<file path="config.mk">
export PLATFORM = sky130hd
export DESIGN_NAME = bus_sequencer
export DESIGN_NICKNAME = d
export VERILOG_FILES = /design/src/hdl/bus_soc_pkg.sv /design/src/hdl/bus_sequencer.sv
export VERILOG_INCLUDE_DIRS = /design/src /design/src/hdl
export SDC_FILE = /design/constraint.sdc
export NUM_CORES = 1
export LEC_CHECK = 0
export ABC_AREA = 1
export CAP_MARGIN = 15
export CORE_AREA = 2 2 172 174
export DETAILED_ROUTE_END_ITERATION = 12
export DIE_AREA = 0 0 174 176
export DONT_BUFFER_PORTS = 1
export PLACE_DENSITY_LB_ADDON = 0.12
export SETUP_SLACK_MARGIN = 0.4
export SYNTH_ARGS = -nofsm -noshare
export SYNTH_HDL_FRONTEND = slang
export SYNTH_SLANG_ARGS = --single-unit
export TNS_END_PERCENT = 1
</file>
<file path="constraint.sdc">
create_clock -name clock_1hz -period 5.8 [get_ports clock_1hz]
set_input_delay 0.58 -clock clock_1hz [delete_from_list [all_inputs] [get_ports clock_1hz]]
set_output_delay 0.58 -clock clock_1hz [all_outputs]
set_load 0.01 [all_outputs]
</file>
<file path="src/hdl/bus_soc_defines.svh">
`ifndef BUS_SOC_DEFINES_SVH
`define BUS_SOC_DEFINES_SVH

// on-chip RAM window
`define RAM_BASE            32'h8000_0000
`define RAM_WORDS           512
`define RAM_INDEX_W         9

// machine timer
`define MTIME_ADDR          32'h0200_BFF8
`define MTIMECMP_ADDR       32'h0200_4000
`define MTIMECMP_RESET      64'h0000_0000_8000_0000

// interrupt controller, one priority word per source id
`define PLIC_BASE           32'h0C00_0000
`define PLIC_SOURCES        6
`define PLIC_PENDING        (`PLIC_BASE + 32'h0000_1000)
`define PLIC_ENABLE         (`PLIC_BASE + 32'h0000_2000)
`define PLIC_THRESHOLD      (`PLIC_BASE + 32'h0020_0000)
`define PLIC_CLAIM          (`PLIC_THRESHOLD + 32'h0000_0004)
// per-context spacing
`define PLIC_ENABLE_STRIDE  32'h0000_0080
`define PLIC_CTX_STRIDE     32'h0000_1000

`define BUS_DATA_W          64

`endif

</file>
<file path="src/hdl/bus_soc_pkg.sv">
`include "bus_soc_defines.svh"

package bus_soc_pkg;

    // stores reuse codes 0..3 as sb, sh, sw, sd
    typedef enum logic [2:0] {
        ls_lb  = 3'd0,
        ls_lh  = 3'd1,
        ls_lw  = 3'd2,
        ls_ld  = 3'd3,
        ls_lbu = 3'd4,
        ls_lhu = 3'd5,
        ls_lwu = 3'd6
    } ls_type_t;

    typedef struct packed {
        logic [31:0]              addr;
        logic [`BUS_DATA_W-1:0]   wdata;
        ls_type_t                 ls_type;
    } bus_req_t;

    typedef struct packed {
        logic [`RAM_INDEX_W-1:0]  index;
        logic [31:0]              wdata;
        logic [3:0]               byte_en;
        logic                     write;
    } ram_access_t;

    typedef enum logic [3:0] {
        sel_mtime, sel_mtimecmp, sel_priority, sel_pending,
        sel_enable0, sel_enable1, sel_threshold0, sel_threshold1,
        sel_claim0, sel_claim1
    } reg_sel_t;

    // slot carries the priority source id next to the register code
    typedef struct packed {
        reg_sel_t                 sel;
        logic [2:0]               slot;
        logic                     wr;
        logic                     rd;
        logic [`BUS_DATA_W-1:0]   wdata;
    } reg_access_t;

endpackage

</file>
<file path="src/hdl/bus_sequencer.sv">
`timescale 1ns/1ns
`include "bus_soc_defines.svh"

module bus_sequencer import bus_soc_pkg::*; (
    input  logic                   clock_1hz,
    input  logic                   KEY0,
    input  bus_req_t               bus_req,
    input  logic                   bus_read_enable,
    input  logic                   bus_write_enable,
    input  logic [31:0]            ram_rdata,
    input  logic [`BUS_DATA_W-1:0] reg_rdata_timer,
    input  logic [`BUS_DATA_W-1:0] reg_rdata_irq,
    output ram_access_t            ram_acc,
    output reg_access_t            reg_acc,
    output logic [`BUS_DATA_W-1:0] bus_read_data,
    output logic                   bus_read_done,
    output logic                   bus_write_done
);

    typedef enum logic [1:0] {st_idle, st_beat0, st_beat1, st_finish} state_t;
    typedef enum logic [1:0] {tgt_none, tgt_ram, tgt_reg} target_t;

    state_t                  state;
    target_t                 dec_tgt;
    reg_sel_t                dec_sel;
    target_t                 cap_tgt;
    logic                    cap_write;
    reg_sel_t                cap_sel;
    logic [2:0]              cap_slot;
    logic [`RAM_INDEX_W-1:0] cap_index;
    logic [1:0]              cap_off;
    ls_type_t                cap_ls;
    logic [`BUS_DATA_W-1:0]  cap_wdata;
    logic [3:0]              byte_en;
    logic [31:0]             lane;
    logic [`BUS_DATA_W-1:0]  load_value;

    // address decode, done once on the request as it is sampled
    always_comb begin
        dec_tgt = tgt_reg;
        dec_sel = sel_mtime;
        if (bus_req.addr >= `RAM_BASE && bus_req.addr < `RAM_BASE + 4 * `RAM_WORDS)
            dec_tgt = tgt_ram;
        else if (bus_req.addr == `MTIME_ADDR)
            dec_sel = sel_mtime;
        else if (bus_req.addr == `MTIMECMP_ADDR)
            dec_sel = sel_mtimecmp;
        else if (bus_req.addr >= `PLIC_BASE && bus_req.addr < `PLIC_BASE + 4 * `PLIC_SOURCES)
            dec_sel = sel_priority;
        else if (bus_req.addr == `PLIC_PENDING)
            dec_sel = sel_pending;
        else if (bus_req.addr == `PLIC_ENABLE)
            dec_sel = sel_enable0;
        else if (bus_req.addr == `PLIC_ENABLE + `PLIC_ENABLE_STRIDE)
            dec_sel = sel_enable1;
        else if (bus_req.addr == `PLIC_THRESHOLD)
            dec_sel = sel_threshold0;
        else if (bus_req.addr == `PLIC_THRESHOLD + `PLIC_CTX_STRIDE)
            dec_sel = sel_threshold1;
        else if (bus_req.addr == `PLIC_CLAIM)
            dec_sel = sel_claim0;
        else if (bus_req.addr == `PLIC_CLAIM + `PLIC_CTX_STRIDE)
            dec_sel = sel_claim1;
        else
            dec_tgt = tgt_none;
    end

    always_ff @(posedge clock_1hz or negedge KEY0) begin
        if (!KEY0) begin
            state          <= st_idle;
            cap_tgt        <= tgt_none;
            cap_write      <= 1'b0;
            bus_read_done  <= 1'b1;
            bus_write_done <= 1'b1;
            bus_read_data  <= '0;
        end else begin
            case (state)
                st_idle: begin
                    if (bus_read_enable || bus_write_enable) begin
                        cap_tgt   <= dec_tgt;
                        cap_write <= bus_write_enable;
                        if (bus_read_enable)
                            bus_read_done <= 1'b0;
                        if (bus_write_enable)
                            bus_write_done <= 1'b0;
                        state <= (dec_tgt == tgt_ram) ? st_beat0 : st_finish;
                    end
                end
                st_beat0: begin
                    // ld and sd code 3 take a second beat
                    if (cap_ls == ls_ld) begin
                        if (!cap_write)
                            bus_read_data[31:0] <= ram_rdata;
                        state <= st_beat1;
                    end else begin
                        if (!cap_write)
                            bus_read_data <= load_value;
                        bus_read_done  <= 1'b1;
                        bus_write_done <= 1'b1;
                        state          <= st_idle;
                    end
                end
                st_beat1: begin
                    if (!cap_write)
                        bus_read_data[63:32] <= ram_rdata;
                    bus_read_done  <= 1'b1;
                    bus_write_done <= 1'b1;
                    state          <= st_idle;
                end
                default: begin
                    // unmapped reads return zero
                    if (!cap_write)
                        bus_read_data <= (cap_tgt == tgt_reg) ? (reg_rdata_timer | reg_rdata_irq) : '0;
                    bus_read_done  <= 1'b1;
                    bus_write_done <= 1'b1;
                    state          <= st_idle;
                end
            endcase
        end
    end

    always_ff @(posedge clock_1hz) begin
        if (state == st_idle && (bus_read_enable || bus_write_enable)) begin
            cap_sel   <= dec_sel;
            cap_slot  <= bus_req.addr[4:2];
            cap_index <= bus_req.addr[`RAM_INDEX_W+1:2];
            cap_off   <= bus_req.addr[1:0];
            cap_ls    <= bus_req.ls_type;
            cap_wdata <= bus_req.wdata;
        end
    end

    // byte lanes for sb and sh
    always_comb begin
        case (cap_ls)
            ls_lb:   byte_en = 4'b0001 << cap_off;
            ls_lh:   byte_en = 4'b0011 << cap_off;
            default: byte_en = 4'b1111;
        endcase
    end

    assign lane = ram_rdata >> {cap_off, 3'b000};

    always_comb begin
        case (cap_ls)
            ls_lb:   load_value = {{56{lane[7]}}, lane[7:0]};
            ls_lh:   load_value = {{48{lane[15]}}, lane[15:0]};
            ls_lw:   load_value = {{32{lane[31]}}, lane};
            ls_lbu:  load_value = {56'b0, lane[7:0]};
            ls_lhu:  load_value = {48'b0, lane[15:0]};
            default: load_value = {32'b0, lane};
        endcase
    end

    // idle presents the incoming index so read data is ready in beat0
    always_comb begin
        ram_acc.index   = cap_index;
        ram_acc.wdata   = cap_wdata[31:0] << {cap_off, 3'b000};
        ram_acc.byte_en = byte_en;
        ram_acc.write   = 1'b0;
        case (state)
            st_idle: ram_acc.index = bus_req.addr[`RAM_INDEX_W+1:2];
            st_beat0: begin
                ram_acc.write = cap_write;
                if (!cap_write && cap_ls == ls_ld)
                    ram_acc.index = cap_index + 1'b1;
            end
            st_beat1: begin
                ram_acc.index   = cap_index + 1'b1;
                ram_acc.wdata   = cap_wdata[63:32];
                ram_acc.byte_en = 4'b1111;
                ram_acc.write   = cap_write;
            end
            default: ram_acc.write = 1'b0;
        endcase
    end

    always_comb begin
        reg_acc.sel   = cap_sel;
        reg_acc.slot  = cap_slot;
        reg_acc.wdata = cap_wdata;
        reg_acc.wr    = (state == st_finish) && (cap_tgt == tgt_reg) && cap_write;
        reg_acc.rd    = (state == st_finish) && (cap_tgt == tgt_reg) && !cap_write;
    end

    a_one_enable: assert property (@(posedge clock_1hz) disable iff (!KEY0)
        !(bus_read_enable && bus_write_enable));

    // master waits for done before the next request
    a_no_enable_busy: assert property (@(posedge clock_1hz) disable iff (!KEY0)
        (state != st_idle) |-> !(bus_read_enable || bus_write_enable));

endmodule

</file>
# Word-level counts from Yosys, hierarchy flattened
# Index checks and enable logic that the tools add are counted.
# classes
n_addsub	1
n_shift	4
n_reduce_logical	22
eq_ne	23
bitwise_logic	4
n_mux	45
n_lt_le_gt_ge	4
# ops
operator	n
$pmux 64 s5	1
$eq 32x28->1 const B	7
$mux 64	3
$mux 32	3
$pmux 32 s3	1
$eq 32x26->1 const B	2
$or 64x64->64	1
$pmux 32 s2	1
$mux 36	1
$ge 32x28->1 const B	1
$ge 32x32->1 const B	1
$lt 32x28->1 const B	1
$lt 32x32->1 const B	1
$mux 2	16
$shl 32x5->32	1
$shr 32x5->32	1
$pmux 9 s3	1
$mux 3	4
$add 9x1->9 const B	1
$mux 9	1
$reduce_and 3->1	3
$reduce_or 9->1	1
$mux 4	2
$ne 2x2->1 const B	4
other kinds (21)	44
# totals
word_cells	119
output_inout_bits	185
register_bits	156
in_bits	263

# Depth between registers and ports, before layout
# logic_depth
word_depth	16
ltp_mapped	12
depth_no_buf	11

# Least setup slack after synthesis
# OpenSTA, ideal clock, no wires.
# synth_path
kind	register -> register
start	register state[0]
end	register cap_tgt[0]
setup_slack_ps	960
stages_incl_launch_ff	7
path_buffers	0
t_required_ps	5713
arrival_time_ps	4753
synth_period_minus_slack_ps	4840
setup_ps	87
path_cell_list	dfrtp_1 > inv_1 > ha_1 > inv_1 > nor2_1 > inv_1 > a21oi_1
# synth_via
elab_chain_len	2
# synth_rtl
element	line_no	text
start, declared	bus_sequencer.sv:23	state_t state;
start signal, assigned	bus_sequencer.sv:70	state <= st_idle;
start signal, assigned	bus_sequencer.sv:86	state <= (dec_tgt == tgt_ram) ? st_beat0 : st_finish;
start signal, assigned	bus_sequencer.sv:94	state <= st_beat1;
$logic_not 2->1	bus_sequencer.sv:77	case (state)
$reduce_and 2->1 (no source line)	--	
end signal, assigned	bus_sequencer.sv:71	cap_tgt <= tgt_none;
end signal, assigned	bus_sequencer.sv:80	cap_tgt <= dec_tgt;
end, declared	bus_sequencer.sv:26	target_t cap_tgt;
# Every way passes these cells.
# A chain may end at the register's enable or synchronous reset.

==> reports/metrics.csv <==
metric,value,unit
drt-initial-drc-count,422,
power,5.53,mW
yosysUniqueCellTypes,40,
clk_pin_slew,0.07,ns
cpPeakStageDelay,0.66,ns
path_cells,"inv_1, ha_1, clkinv_1, nor2_2, inv_1, o21ai_2, a22oi_1, o22ai_1",
finalCriticalPeriod,3.98,ns
grt_first_pass_wirelength,48900,um
synth_async_sr_flop_share,0.464,
clk_latency,0.44,ns
grt_pass1_vias,7904,
ys.flop_type,edfxtp_1,
fmaxAchievable,0.251,GHz
hold_violations,0,
post-route-period-util,0.686,
max-cap-violations,0,
clock-root-buffer,clkbuf_16,
syn-instance-count,1182,
nNetsFinal,1423,
hold_buffers,1,
routabilityCongestion,0.841,
synthToLayoutAreaGrowth,10.5,%
antenna_found_initial,2,
die_area,30600,um^2
cts_made_buffers,17,
synth_edf_count,82,
synth_seq_cells,153,
drt_pass1_iterations,6,
gr-total-overflow,0,
critPathRequiredTime,5.22,ns
arrival,3.40,ns
final_max_slew_viol_count,0,
final_cell_mix,"305 x nand2_1, 262 x nor2_1, 110 x inv_1, 82 x edfxtp_1, 81 x o21ai_0",
syn_avg_cell_area,7.50,um^2
use_met2,0.383,
synth-seq-area-share,0.478,
fin_util,0.343,
hp-class,in2async,
syn_nets,1450,
endpoint_kind,primary output,
initial_core_util,0.311,
design.core.area,28500,um^2
fin_tns_setup,0,ns
grtUsageMet3,0.0736,
die_height,176,um
vdd_drop_max,0.224,mV
crit_family,buffers and inverters,
grt_max_degree,72,
cp-start-kind,flop,
ant_nets,0,
n_antenna_cell,0,
ios,448,
vias,7832,
critPathMaxFanout,21,
layout_commonest_cell,nand2_1,
post_cts_resized,0,
setup_viol,0,
cts_tree,built,
r2r_start,state[1],
hpwl,25600,um
worst_pin_slew,1.04,ns
drc,0,
rows,62,
status,"complete, no violations",
grt_setup_unrepaired,false,
avgRoutedWirePerCell,21.3,um
die_w,174,um
netlist_area,8870,um^2
drt-total-wl,33000,um
slew_headroom,0.307,
nFillCells,3106,
busiest_layer,met2,
powerDensity,564,nW/um^2
power.static_leakage,4.43,nW
crit_path_top_delay_cell,clkinv_1,
use_met1,0.238,
ys_warn_count,0,
routed_via_density,5.05,
cts_setup_buffers,0,
path_buf_inv,3,
timing.hold.ws,0.0468,ns
htreeDepth,4,
ctsLongestPathBuffers,2,
skew,0.0171,ns
grtUsageTotal,0.212,
cp-startpoint,state[1],
cp_common_cell,inv_1,
multi_input_area,3940,um^2
clock_sinks,153,
seqCellArea,4240,um^2
io_buffers,0,
worst-setup-path-type,reg2out,
layout-drive-gt1-share,0.0557,
==> cell usage after synthesis (6+ instances only) <==
| cell | instances | area (um^2) |
|---|---|---|
| nor2_1 | 264 | 991 |
| nor3_1 | 6 | 30.0 |
| a31oi_1 | 17 | 106 |
| inv_1 | 110 | 413 |
| nand3_1 | 18 | 90.1 |
| buf_2 | 14 | 70.1 |
| a221oi_1 | 8 | 70.1 |
| o21ai_0 | 81 | 405 |
| clkbuf_1 | 32 | 120 |
| nand4_1 | 6 | 37.5 |
| edfxtp_1 | 82 | 2460 |
| nand2_1 | 305 | 1140 |
| o211ai_1 | 10 | 75.1 |
| o31ai_1 | 10 | 75.1 |
| a21oi_1 | 48 | 240 |
| dfrtp_1 | 69 | 1730 |
| a21boi_1 | 31 | 233 |
| o22ai_1 | 17 | 106 |
| a22oi_1 | 9 | 67.6 |
==> layer usage <==
layer	routed length [um]	vias up	share of wire
met5	0	-	0
met4	673	0	0.020
met3	2880	30	0.087
met2	16800	333	0.51
met1	12600	3663	0.38
li1	-	3806	-
==> stage by stage <==
stage / instance area [um^2] / instances / worst slack [ns]
after floorplan: 8870 / 1182 / 0.960
after global routing: 9800 / 1552 / 1.44
after CTS: 9800 / 1552 / 1.74
final: 9800 / 1552 / 1.82
after global placement: 9160 / 1519 / 2.30
after detailed placement: 9160 / 1519 / 2.25
==> power breakdown <==
group	internal (mW)	leakage [nW]	total (mW)	switching (mW)
registers	1.65	1.63	2.20	0.550
logic	0.659	2.50	2.16	1.51
clock network	0.591	0.299	1.17	0.575
==> worst reg2reg max path, delay by kind of cell (launching register included) <==
family                     cells  cell delay (ns)
buffers and inverters          4             1.41
and+or+nand+nor                3             0.57
adders and majority gates      1             0.57
DFF                            1             0.40
AOI/OAI and AO/OA              1             0.15
==> kinds of logic (layout without fill, tap and decap cells) <==
logic type	count (synthesis)	count (layout)	share of synthesized area
xor gates and xnor gates	4	4	0.00395
adders and majority gates	5	5	0.00705
DFF	153	153	0.478
and+or+nand+nor	614	614	0.271
AOI/OAI and AO/OA	236	236	0.160
buffers and inverters	170	156	0.0794
==> worst paths after layout <==
kind                                     end  slack [ns]  cells past startpoint
min reg2reg                       cap_tgt[1]        0.49                      2
min                        bus_read_data[33]        0.05                      1
min in group clock_1hz         cap_wdata[60]        0.23                      0
max                              ram_acc[37]        1.82                      8
max in group asynchronous     bus_write_done        5.40                      1
max reg2reg                bus_read_data[47]        2.58                      9
==> cell type report <==
| cell class | count | area share |
|---|---|---|
| Clock inverter | 15 | 0.0193 |
| Clock buffer | 17 | 0.0434 |
| Tap cell | 384 | 0.0490 |
| Multi-Input combinational cell | 859 | 0.402 |
| Sequential cell | 153 | 0.433 |
| Inverter | 113 | 0.0433 |
| Timing Repair Buffer | 11 | 0.0105 |
==> state kept, by name (all words and copies together), names as in the netlist <==
| name | cells |
|---|---|
| cap_off | 2 |
| cap_write | 1 |
| bus_read_data | 64 |
| cap_ls | 3 |
| cap_wdata | 64 |
| bus_write_done | 1 |
| cap_slot | 2 |
| cap_tgt | 2 |
| bus_read_done | 1 |
| state | 2 |
| cap_sel | 4 |
| cap_index | 7 |
(Power assumes the default switching activity.)
