File: src/hdl/bus_soc_defines.svh
`ifndef BUS_SOC_DEFINES_SVH
`define BUS_SOC_DEFINES_SVH

// on-chip RAM window
`define RAM_BASE            32'h8000_0000
`define RAM_WORDS           512
`define RAM_INDEX_W         9

// machine timer
`define MTIME_ADDR          32'h0200_BFF8
`define MTIMECMP_ADDR       32'h0200_4000
`define MTIMECMP_RESET      64'h0000_0000_8000_0000

// interrupt controller, one priority word per source id
`define PLIC_BASE           32'h0C00_0000
`define PLIC_SOURCES        6
`define PLIC_PENDING        (`PLIC_BASE + 32'h0000_1000)
`define PLIC_ENABLE         (`PLIC_BASE + 32'h0000_2000)
`define PLIC_THRESHOLD      (`PLIC_BASE + 32'h0020_0000)
`define PLIC_CLAIM          (`PLIC_THRESHOLD + 32'h0000_0004)
// per-context spacing
`define PLIC_ENABLE_STRIDE  32'h0000_0080
`define PLIC_CTX_STRIDE     32'h0000_1000

`define BUS_DATA_W          64

`endif

File: src/hdl/bus_soc_pkg.sv
`include "bus_soc_defines.svh"

package bus_soc_pkg;

    // stores reuse codes 0..3 as sb, sh, sw, sd
    typedef enum logic [2:0] {
        ls_lb  = 3'd0,
        ls_lh  = 3'd1,
        ls_lw  = 3'd2,
        ls_ld  = 3'd3,
        ls_lbu = 3'd4,
        ls_lhu = 3'd5,
        ls_lwu = 3'd6
    } ls_type_t;

    typedef struct packed {
        logic [31:0]              addr;
        logic [`BUS_DATA_W-1:0]   wdata;
        ls_type_t                 ls_type;
    } bus_req_t;

    typedef struct packed {
        logic [`RAM_INDEX_W-1:0]  index;
        logic [31:0]              wdata;
        logic [3:0]               byte_en;
        logic                     write;
    } ram_access_t;

    typedef enum logic [3:0] {
        sel_mtime, sel_mtimecmp, sel_priority, sel_pending,
        sel_enable0, sel_enable1, sel_threshold0, sel_threshold1,
        sel_claim0, sel_claim1
    } reg_sel_t;

    // slot carries the priority source id next to the register code
    typedef struct packed {
        reg_sel_t                 sel;
        logic [2:0]               slot;
        logic                     wr;
        logic                     rd;
        logic [`BUS_DATA_W-1:0]   wdata;
    } reg_access_t;

endpackage

File: src/hdl/machine_timer.sv
`timescale 1ns/1ns
`include "bus_soc_defines.svh"

module machine_timer import bus_soc_pkg::*; (
    input  logic                   clock_1hz,
    input  logic                   KEY0,
    input  reg_access_t            reg_acc,
    output logic [`BUS_DATA_W-1:0] reg_rdata_timer,
    output logic                   timer_irq
);

    logic [63:0] mtime;
    logic [63:0] mtimecmp;

    // mtime is read only from the bus
    always_ff @(posedge clock_1hz or negedge KEY0) begin
        if (!KEY0) begin
            mtime    <= '0;
            mtimecmp <= `MTIMECMP_RESET;
        end else begin
            mtime <= mtime + 1'b1;
            if (reg_acc.wr && reg_acc.sel == sel_mtimecmp)
                mtimecmp <= reg_acc.wdata;
        end
    end

    always_comb begin
        case (reg_acc.sel)
            sel_mtime:    reg_rdata_timer = mtime;
            sel_mtimecmp: reg_rdata_timer = mtimecmp;
            default:      reg_rdata_timer = '0;
        endcase
    end

    assign timer_irq = (mtime >= mtimecmp);

endmodule

File: config.mk
export PLATFORM = sky130hd
export DESIGN_NAME = machine_timer
export DESIGN_NICKNAME = d
export VERILOG_FILES = /design/src/hdl/bus_soc_pkg.sv /design/src/hdl/machine_timer.sv
export VERILOG_INCLUDE_DIRS = /design/src /design/src/hdl
export SDC_FILE = /design/constraint.sdc
export NUM_CORES = 1
export LEC_CHECK = 0
export BUFFER_PORTS_ARGS = -buffer_cell sky130_fd_sc_hd__buf_2
export CORE_MARGIN = 1
export CORE_UTILIZATION = 40
export DETAILED_ROUTE_END_ITERATION = 10
export GPL_TIMING_DRIVEN = 0
export PLACE_DENSITY = 0.66
export SLEW_MARGIN = 20
export SYNTH_ARGS = -nofsm -noshare
export SYNTH_HDL_FRONTEND = slang
export SYNTH_SLANG_ARGS = --single-unit
File: constraint.sdc
create_clock -name clock_1hz -period 2.2 [get_ports clock_1hz]
set_input_delay 0.11 -clock clock_1hz [delete_from_list [all_inputs] [get_ports clock_1hz]]
set_output_delay 0.11 -clock clock_1hz [all_outputs]
set_load 0.02 [all_outputs]
Word-level counts from Yosys, hierarchy flattened
Cells that the tools add are included.
Widths: inputs -> output; s select.
{ "classes": {"addsub": 1, "n_lt_le_gt_ge": 1, "n_eq_ne": 1, "n_mux": 1, "n_reduce_logical": 2} }
{ "ops": {"columns": ["cell", "count"], "rows": [
  ["$pmux 64 s2", 1],
  ["$add 64x1->64 const B", 1],
  ["$ge 64x64->1", 1],
  ["$eq 4x1->1 const B", 1],
  ["$logic_not 4->1", 1],
  ["$logic_and 1x1->1", 1]
]} }
{ "totals": {"regBits": 128, "input_bits": 75, "output_inout_bits": 65, "wordCells": 8} }

Depth between registers and ports, before layout
Gate-level depths: netlist of run 1.
{ "depth": {"word_depth": 2, "ltp_mapped": 8, "mapped_depth_nobuf": 8} }

Worst setup path after synthesis of run 1
Ideal clock, no wire load.
{ "synth_path": {"kind": "reg2reg", "from": "reg mtime[7]", "to": "reg mtime[63]", "arrival_ns": 2.111, "path_slack_ns": 0.010, "path_stages_with_launch": 8, "synth_period_minus_slack_ns": 2.190, "path_cell_list": "dfrtp_1 -> and4_4 -> nand4_4 -> or4_4 -> or3_1 -> buf_6 -> nor4_4 -> xor2_1"} }
{ "synth_between": {"elab_chain_len": 1} }
{ "synth_lines": {"columns": ["item", "line_no", "source"], "rows": [
  ["from (decl)", "machine_timer.sv:12", "logic [63:0] mtime;"],
  ["from (signal assigned)", "machine_timer.sv:21", "mtime <= mtime + 1'b1;"],
  ["$add 64x1->64", "machine_timer.sv:21", null]
]} }
Every way passes these cells.
A chain may end at the register's enable or synchronous reset.

Worst setup path in the final report of run 1
{ "layout_path": {"from": "reg mtime[10]", "to": "out timer_irq"} }
{ "layout_between": {"elab_chain_len": 1} }
{ "layout_lines": {"columns": ["item", "line_no", "source"], "rows": [
  ["$ge 64x64->1", "machine_timer.sv:35", "assign timer_irq = (mtime >= mtimecmp);"],
  ["to (decl)", "machine_timer.sv:9", "output logic timer_irq"]
]} }
Every way passes these cells.

==> results of run 1 <==
[worst paths after layout]
check	start	to	slack, ns	cells past startpoint
max in group asynchronous	KEY0	mtime[7]	1.26	3
min in group clock_1hz	reg_acc[58]	mtimecmp[58]	0.44	3
setup / recovery	mtime[10]	timer_irq	-0.43	8
hold / removal	KEY0	mtime[19]	0.19	2
hold reg to reg	mtime[63]	mtime[63]	0.50	1
setup reg to reg	mtime[14]	mtime[43]	-0.23	9
[layer usage]
metal  track usage  routed length (um)  vias up
met5             0                   0        -
met4        0.0911                 579        0
met3        0.0454                 857       44
met2         0.372               10200      184
met1         0.304                9760     3115
li1              -                   -     3001
[kinds of logic (layout without fill, tap and decap cells)]
family	after synthesis	count (layout)	synth area share
AOI/OAI and AO/OA	117	117	0.119
buffers and inverters	98	369	0.0506
muxes	64	64	0.0972
DFF	128	128	0.432
and+or+nand+nor	156	156	0.118
adders and majority gates	65	65	0.110
xor gates and xnor gates	62	62	0.0732
[area by class of cell]
class                   instances  area [um2]  share of cell area
multi-input cells             464        4250               0.405
flip-flops and latches        128        3220               0.307
repair buffers                240        1710               0.162
clock buffers                  18         429              0.0409
well taps                     229         287              0.0273
inverters                      76         285              0.0272
clock inverters                14         215              0.0205
plain buffers                  21         106              0.0101
[worst register-to-register path: cells and delay by family (launching register included)]
kind,cells,cell delay (ns)
xor gates and xnor gates,1,0.14
buffers and inverters,3,0.39
DFF,1,0.39
and+or+nand+nor,5,1.41
[cell usage in the layout (no fill, tap or decap), types with 3 or more instances in the layout]
cell / count
buf_4: 27
bufinv_16: 5
a22o_1: 64
clkbuf_16: 17
and4_1: 4
inv_1: 76
a21o_1: 12
nand3_1: 21
o21ai_0: 4
ha_1: 60
nand4_1: 30
or3_4: 3
dlygate4sd3_1: 65
or2_2: 3
buf_2: 134
nor3_4: 8
a21oi_1: 24
clkbuf_2: 9
ha_4: 5
clkbuf_1: 12
dfrtp_2: 14
nor2_4: 12
dfrtp_1: 113
clkinv_4: 4
buf_6: 11
nor4_4: 5
mux2_2: 64
nor4_2: 3
clkinv_2: 3
xnor2_1: 37
nor2_1: 10
nand2_1: 32
xor2_1: 23
[sequential cells by signal, summed over array words and instances, names as in the netlist]
name and count:
mtime 64, mtimecmp 64
[power by group]
group	internal, mW	switching [mW]
combinational	0.600	0.587
sequential	2.63	0.217
clock	2.01	1.10
[metrics by stage]
step           total power [mW]  TNS (ns)
2_1_floorplan              3.51         0
5_1_grt                    7.46     -4.61
6_report                   7.15     -2.98
4_1_cts                    7.17     -3.14
3_3_place_gp               3.83   -146.86
3_5_place_dp               3.88    -14.99
[repair_timing]
item,in CTS,in global routing
pin swaps,21,17
resized for setup,90,36
hold buffers,65,0
endpoints found under the setup margin,70,28
setup buffers,26,14
cloned,1,0
hold endpoints to repair,122,0
==> run metrics, run 1 <==
outcome=finished with violations; failing checks=design-rule violations, negative setup slack; count of different cell masters after synthesis=42; grt ovf=0; drt total wl=around 21 mm; Initial Util=0.410; post-route design area=10500 um2; Slew Limit Fails=0; htree depth=4; wire length per cell=18.0 um; CTS tree=built; CP Max Fanout=2; highest clock rate=about 380 MHz; Layout Skew=around 0.012 ns; synthesized area per cell=between 10 and 15 um2; Crit Path Class=reg -> out; Synth Cell Area=approximately 7400 um2; Area contributors post-synth=dfrtp_1 (43%), ha_1 (11%), mux2_2 (9.7%); Leak=~5.4 nW; max capacitance violation total=0; HP Class=in -> async; vias in the first global route=6390; Clock Latency Late Sink=between 0.4 and 0.5 ns; Synth top cells by count=dfrtp_1 (127), inv_1 (76), ha_1 (65); most common cell in the synthesized netlist=dfrtp_1; Cells after Synth=690; die height=138 um; Yosys reg bits=between 100 and 150; Die Area=roughly 19000 um2; final std cells w/o fill=around 1.2k; pre-CTS WS=-0.717 ns; Fin. Hold Viols=0; core area=18100 um2; post-layout minimum cycle time=2.63 ns; Buf/Inv on CP=1; PD cells=about 680 nW/um2; Yosys top cell area share=0.429; syn_nets=830; routability cong.=about 0.82; final core utilization=0.580; # setup viols final=21; Synth-to-Final Area Change=41.6%; first-pass GRT wire length=around 34 mm; Via-to-Cell Ratio=between 5 and 6; register area share after synthesis=0.432; fin crit share=1.19; RSZ-0062 raised after global routing=yes; crit path DAT=between 2 and 3 ns; Final nets=between 1k and 1.5k; clock transition at the registers of the reported paths=roughly 0.06 ns; Antenna Nets Post-Route=0; clk sinks=approximately 130; Top FF cell, synth=dfrtp_1; CP max-delay cell=dfrtp_1; fillers=around 1.5k; Ports=140; worst path cell trace=ha_1 > nand4_1 > nor2_1 > a221o_1 > o31a_1 > nor4_4 > o21ai_2 > buf_6; Synth Warn #=0; CP delay by family, top=compound AO/OA/AOI/OAI gates; initial antenna violation count=0; Final Worst Setup Slack=-0.428 ns; maximum vdd drop=between 0.5 and 0.6 mV; post-detail-place hpwl=about 14 mm; Pre-antenna DRT Iters=8; drc violations=12; CP required=roughly 2.1 ns; Ant. Diodes=0; crit path capture type=primary output; share of cells above drive strength 1=0.369; area leader, netlist=dfrtp_1; Num CTS Buffers=17; largest stage delay on the critical path=approximately 0.38 ns; Longest Clk Path Bufs=2; floorplan row count=just under 50; largest net degree at the start of global routing=71; headroom to the max-slew limit=0.505; ys async rst share=1.00; Slew @ Worst Pin=0.742 ns; Global Route Usage Sum=0.230; placed cell area=between 8000 and 9000 um2; number of flops mapped to enable cells by yosys=0; DR vias=6344; CTS root buf=clkbuf_16; Placed Cells=~1.1k; CP startpoint kind=flip-flop; Iter 0 DRT Violations=~320; I/O Buffers=about 140; Hold Slack=between 0.15 and 0.2 ns; Die X=approximately 140 um
Power figures use the tool's default switching activity.
==> inputs of run 2 (changes only) <==
clock period = 2.3 ns   (was 2.2 ns; I/O delays follow)
==> run metrics, run 2 (same netlist as run 1, synthesis figures left out) <==
initial antenna violation count=0; commonest non-fill, non-tap cell in the layout=buf_2; Switching Fraction=0.268; floorplan row count=49; net load switching power=roughly 1.8 mW; Crit Path Class=reg -> out; Iter 0 DRT Violations=around 370; die height=138 um; drt total wl=21.6 mm; Clock Latency Late Sink=between 0.4 and 0.5 ns; met1 Use GR=0.304; I/O Buffers=approximately 140; Slew @ Worst Pin=between 0.7 and 0.8 ns; HP Class=in -> async; Die Area=between 15000 and 20000 um2; RSZ-0062 raised after global routing=yes; htree depth=4; core area=between 15000 and 20000 um2; post-layout minimum cycle time=2.63 ns; Ant. Diodes=0; maximum vdd drop=about 0.56 mV; first-pass GRT wire length=approximately 34 mm; clock transition at the registers of the reported paths=0.06 ns; crit path DAT=approximately 2.5 ns; max capacitance violation total=0; clk sinks=128; Longest Clk Path Bufs=2; drc violations=12; routing usage on met3=0.0454; failing checks=design-rule violations, negative setup slack; Layout Skew=about 0.012 ns; Top Registers=mtime (64), mtimecmp (64); setup TNS=-1.60 ns; Global Route Usage Sum=0.230; Slew Limit Fails=0; CTS root buf=clkbuf_16; Die X=138 um; Antenna Nets Post-Route=0; # setup viols final=16; post-detail-place hpwl=14.1 mm; Initial Util=0.410; crit path capture type=primary output; Pint=a little over 5 mW; Synth-to-Final Area Change=42.5%; CP required=2.18 ns; CP Max Fanout=2; Pre-antenna DRT Iters=8; routability cong.=~0.82; vias in the first global route=6358; outcome=finished with violations; PD cells=between 600 and 700 nW/um2; Leak=~5.3 nW; Comb pwr share=0.174; largest net degree at the start of global routing=around 70; DR vias=about 6.4k; R2R depth=8; Via-to-Cell Ratio=5.31; grt ovf=0; fillers=~1.5k; pre-CTS WS=-0.617 ns; headroom to the max-slew limit=0.521; met2 usage=0.370; CTS tree=built; Final Worst Setup Slack=-0.330 ns; most frequent cells in the layout=buf_2 (134), dfrtp_1 (113), inv_1 (71), dlygate4sd3_1 (65); CP startpoint kind=flip-flop; Fin. Hold Viols=0; Flop pwr share=0.396; Num CTS Buffers=17; busiest grt layer=met2; Ports=140; share of cells above drive strength 1=0.380; clock share of power=0.430; final core utilization=0.584; wire length per cell=between 15 and 20 um; Final nets=about 1.1k; highest clock rate=about 380 MHz; fin crit share=1.14
==> run 2: cell types whose count changed in the layout (fill, tap and decap cells not counted), sizes merged <==
cell / delta
buf: +7
==> run 2: power groups by stage <==
stage | Sequential, mW | Clock (mW) | Combinational (mW)
after global placement | 2.75 | 0 | 0.914
final | 2.73 | 2.96 | 1.20
after global routing | 2.77 | 3.10 | 1.33
after detailed placement | 2.76 | 0 | 0.948
after floorplan | 2.70 | 0 | 0.662
after CTS | 2.72 | 3.01 | 1.13
==> run 2: path summary, 6_finish.rpt <==
kind / endpoint / from / slack, ns
worst min register to register: mtime[63] / mtime[63] / 0.50
min in group clock_1hz: mtimecmp[58] / reg_acc[58] / 0.45
worst min-delay path: mtime[19] / KEY0 / 0.20
worst max register to register: mtime[55] / mtime[14] / -0.17
worst max-delay path: timer_irq / mtime[10] / -0.33
max in group asynchronous: mtime[23] / KEY0 / 1.36
==> run 2: timing repair <==
item                       CTS  global route
gates resized for setup     68            63
hold buffers                65             0
cloned                       1             0
setup endpoints to repair   50            50
buffers inserted            25            21
pin swaps                   19            20
hold endpoints to repair   122             0
==> run 2: layout make-up <==
cell class,count,area (um2),area share
Sequential cell,128,3220,0.305
Clock inverter,14,215,0.0204
Timing Repair Buffer,246,1750,0.166
Inverter,76,285,0.0270
Buffer,22,113,0.0107
Tap cell,229,287,0.0271
Multi-Input combinational cell,464,4270,0.404
Clock buffer,18,429,0.0406
==> run 2: worst max-delay path, cell delays in order (launching register included) <==
cell and delay [ns]:
dfrtp_1 0.43, ha_4 0.30, nand4_1 0.18, nor4_4 0.38, a21boi_2 0.22, o31a_1 0.20, nor4_4 0.06, o21ai_2 0.17
buf_6 0.14
==> run 2: metal layers <==
layer | share of wire | vias to the layer above
li1 | - | 3028
met1 | 0.46 | 3109
met2 | 0.48 | 184
met3 | 0.044 | 39
met4 | 0.023 | 0
met5 | 0 | -
==> run 2: metrics by stage <==
stage	area, um2	hold slack, ns	cells	power, mW
final	10600	0.201	1197	6.89
after global routing	10600	0.251	1197	7.20
after global placement	8380	0.347	1054	3.67
after floorplan	7410	-0.181	690	3.36
after CTS	10200	0.224	1179	6.86
after detailed placement	8420	0.0815	1056	3.71
==> inputs of run 3 (changes only) <==
CORE_UTILIZATION = 30   (was 40)
PLACE_DENSITY = 0.53   (was 0.66)
==> run metrics, run 3 (same netlist as run 1, synthesis figures left out) <==
outcome=finished with violations; failing checks=negative setup slack; most frequent cells in the layout=buf_2 (133), dfrtp_1 (112), inv_1 (71), dlygate4sd3_1 (65); post-detail-place hpwl=between 15 and 20 mm; Iter 0 DRT Violations=roughly 270; largest stage delay on the critical path=0.41 ns; CTS tree=built; Hold Slack=roughly 0.24 ns; CP max-delay cell=dfrtp_2; wire length per cell=17.4 um; Pre-antenna DRT Iters=4; I/O Buffers=around 140; Final nets=between 1k and 1.5k; clock transition at the registers of the reported paths=0.06 ns; largest net degree at the start of global routing=74; Layout Skew=around 0.011 ns; highest clock rate=379 MHz; grt ovf=0; Num CTS Buffers=17; PD cells=roughly 660 nW/um2; headroom to the max-slew limit=0.506; Global Route Usage Sum=0.184; Slew Limit Fails=0; Final Worst Setup Slack=-0.340 ns; post-layout minimum cycle time=roughly 2.6 ns; Ports=between 100 and 150; die height=~160 um; Buf/Inv on CP=1; crit path DAT=roughly 2.5 ns; Leak=approximately 5.3 nW; DR vias=a little over 6k; Top Registers=mtime (64), mtimecmp (64); Fin. Hold Viols=0; placed cell area=approximately 8500 um2; maximum vdd drop=between 0.3 and 0.4 mV; fillers=2353; max capacitance violation total=0; clk sinks=between 100 and 150; CP startpoint kind=flip-flop; drc violations=0; initial antenna violation count=1; first-pass GRT wire length=approximately 35 mm; RSZ-0062 raised after global routing=yes; Initial Util=0.306; Longest Clk Path Bufs=2; Synth-to-Final Area Change=42.7%; CTS root buf=clkbuf_16; CP required=between 2 and 2.5 ns; Die X=159 um; Slew @ Worst Pin=between 0.7 and 0.8 ns; CP Max Fanout=2; vias in the first global route=6444; pre-CTS WS=-0.786 ns; HP Class=in -> async; Final Power=around 6.9 mW; crit path capture type=primary output; Clock Latency Late Sink=~0.42 ns; # setup viols final=10; Die Area=about 25000 um2; post-route design area=between 10000 and 15000 um2; fin crit share=1.15; Crit Path Class=reg -> out; worst path cell trace=ha_1 > nand4_1 > nor2_1 > a221o_1 > o31a_1 > nor4_4 > o21ai_2 > buf_6; drt total wl=between 20 and 25 mm; floorplan row count=57; final core utilization=0.436; share of cells above drive strength 1=0.376; htree depth=4; CP delay by family, top=compound AO/OA/AOI/OAI gates; Antenna Nets Post-Route=0; core area=about 24000 um2; routability cong.=~0.75; commonest non-fill, non-tap cell in the layout=buf_2; Via-to-Cell Ratio=approximately 4.8
==> run 3: path summary, 6_finish.rpt <==
path                       depth (start not counted)  slack [ns]           end        start
max in group asynchronous                          3        1.31  mtimecmp[31]         KEY0
setup / recovery                                   8       -0.34     timer_irq     mtime[8]
hold reg to reg                                    1        0.51     mtime[63]    mtime[63]
setup reg to reg                                   9       -0.17     mtime[63]    mtime[10]
min in group clock_1hz                             3        0.46  mtimecmp[26]  reg_acc[26]
hold / removal                                     2        0.24  mtimecmp[40]         KEY0
==> run 3: area by class of cell <==
cell class,count,area [um2],share of cell area
inverters,76,285,0.0270
clock inverters,13,209,0.0198
flip-flops and latches,128,3220,0.305
repair buffers,241,1690,0.160
multi-input cells,464,4210,0.398
clock buffers,19,453,0.0428
diodes,1,2.50,0.000237
well taps,324,405,0.0383
plain buffers,21,103,0.00970
==> run 3: through the flow <==
| stage | setup TNS, ns | cells |
|---|---|---|
| 5_1_grt | -1.88 | 1287 |
| 2_1_floorplan | 0 | 690 |
| 4_1_cts | -0.492 | 1281 |
| 3_5_place_dp | -13.46 | 1151 |
| 6_report | -1.06 | 1287 |
| 3_3_place_gp | -160.26 | 1149 |
==> run 3: repair_timing <==
action	4_1_cts	5_1_grt
endpoints found under the hold margin	119	0
gates cloned	1	0
hold buffers	65	0
setup buffers	32	6
gates resized for setup	71	38
pin swaps	20	7
setup endpoints to repair	64	46
==> run 3: routing by layer <==
metal / up-vias / part of all wire / global-route usage
met5: - / 0 / 0
met4: 0 / 0.012 / 0.0555
met3: 17 / 0.049 / 0.0354
met2: 139 / 0.49 / 0.311
met1: 3059 / 0.45 / 0.237
li1: 2997 / - / -
==> run 3: where the power goes <==
group / internal, mW / total (mW) / switching (mW)
sequential: 2.52 / 2.73 / 0.205
clock: 1.98 / 3.05 / 1.07
combinational: 0.593 / 1.17 / 0.574
total: 5.10 / 6.94 / 1.85
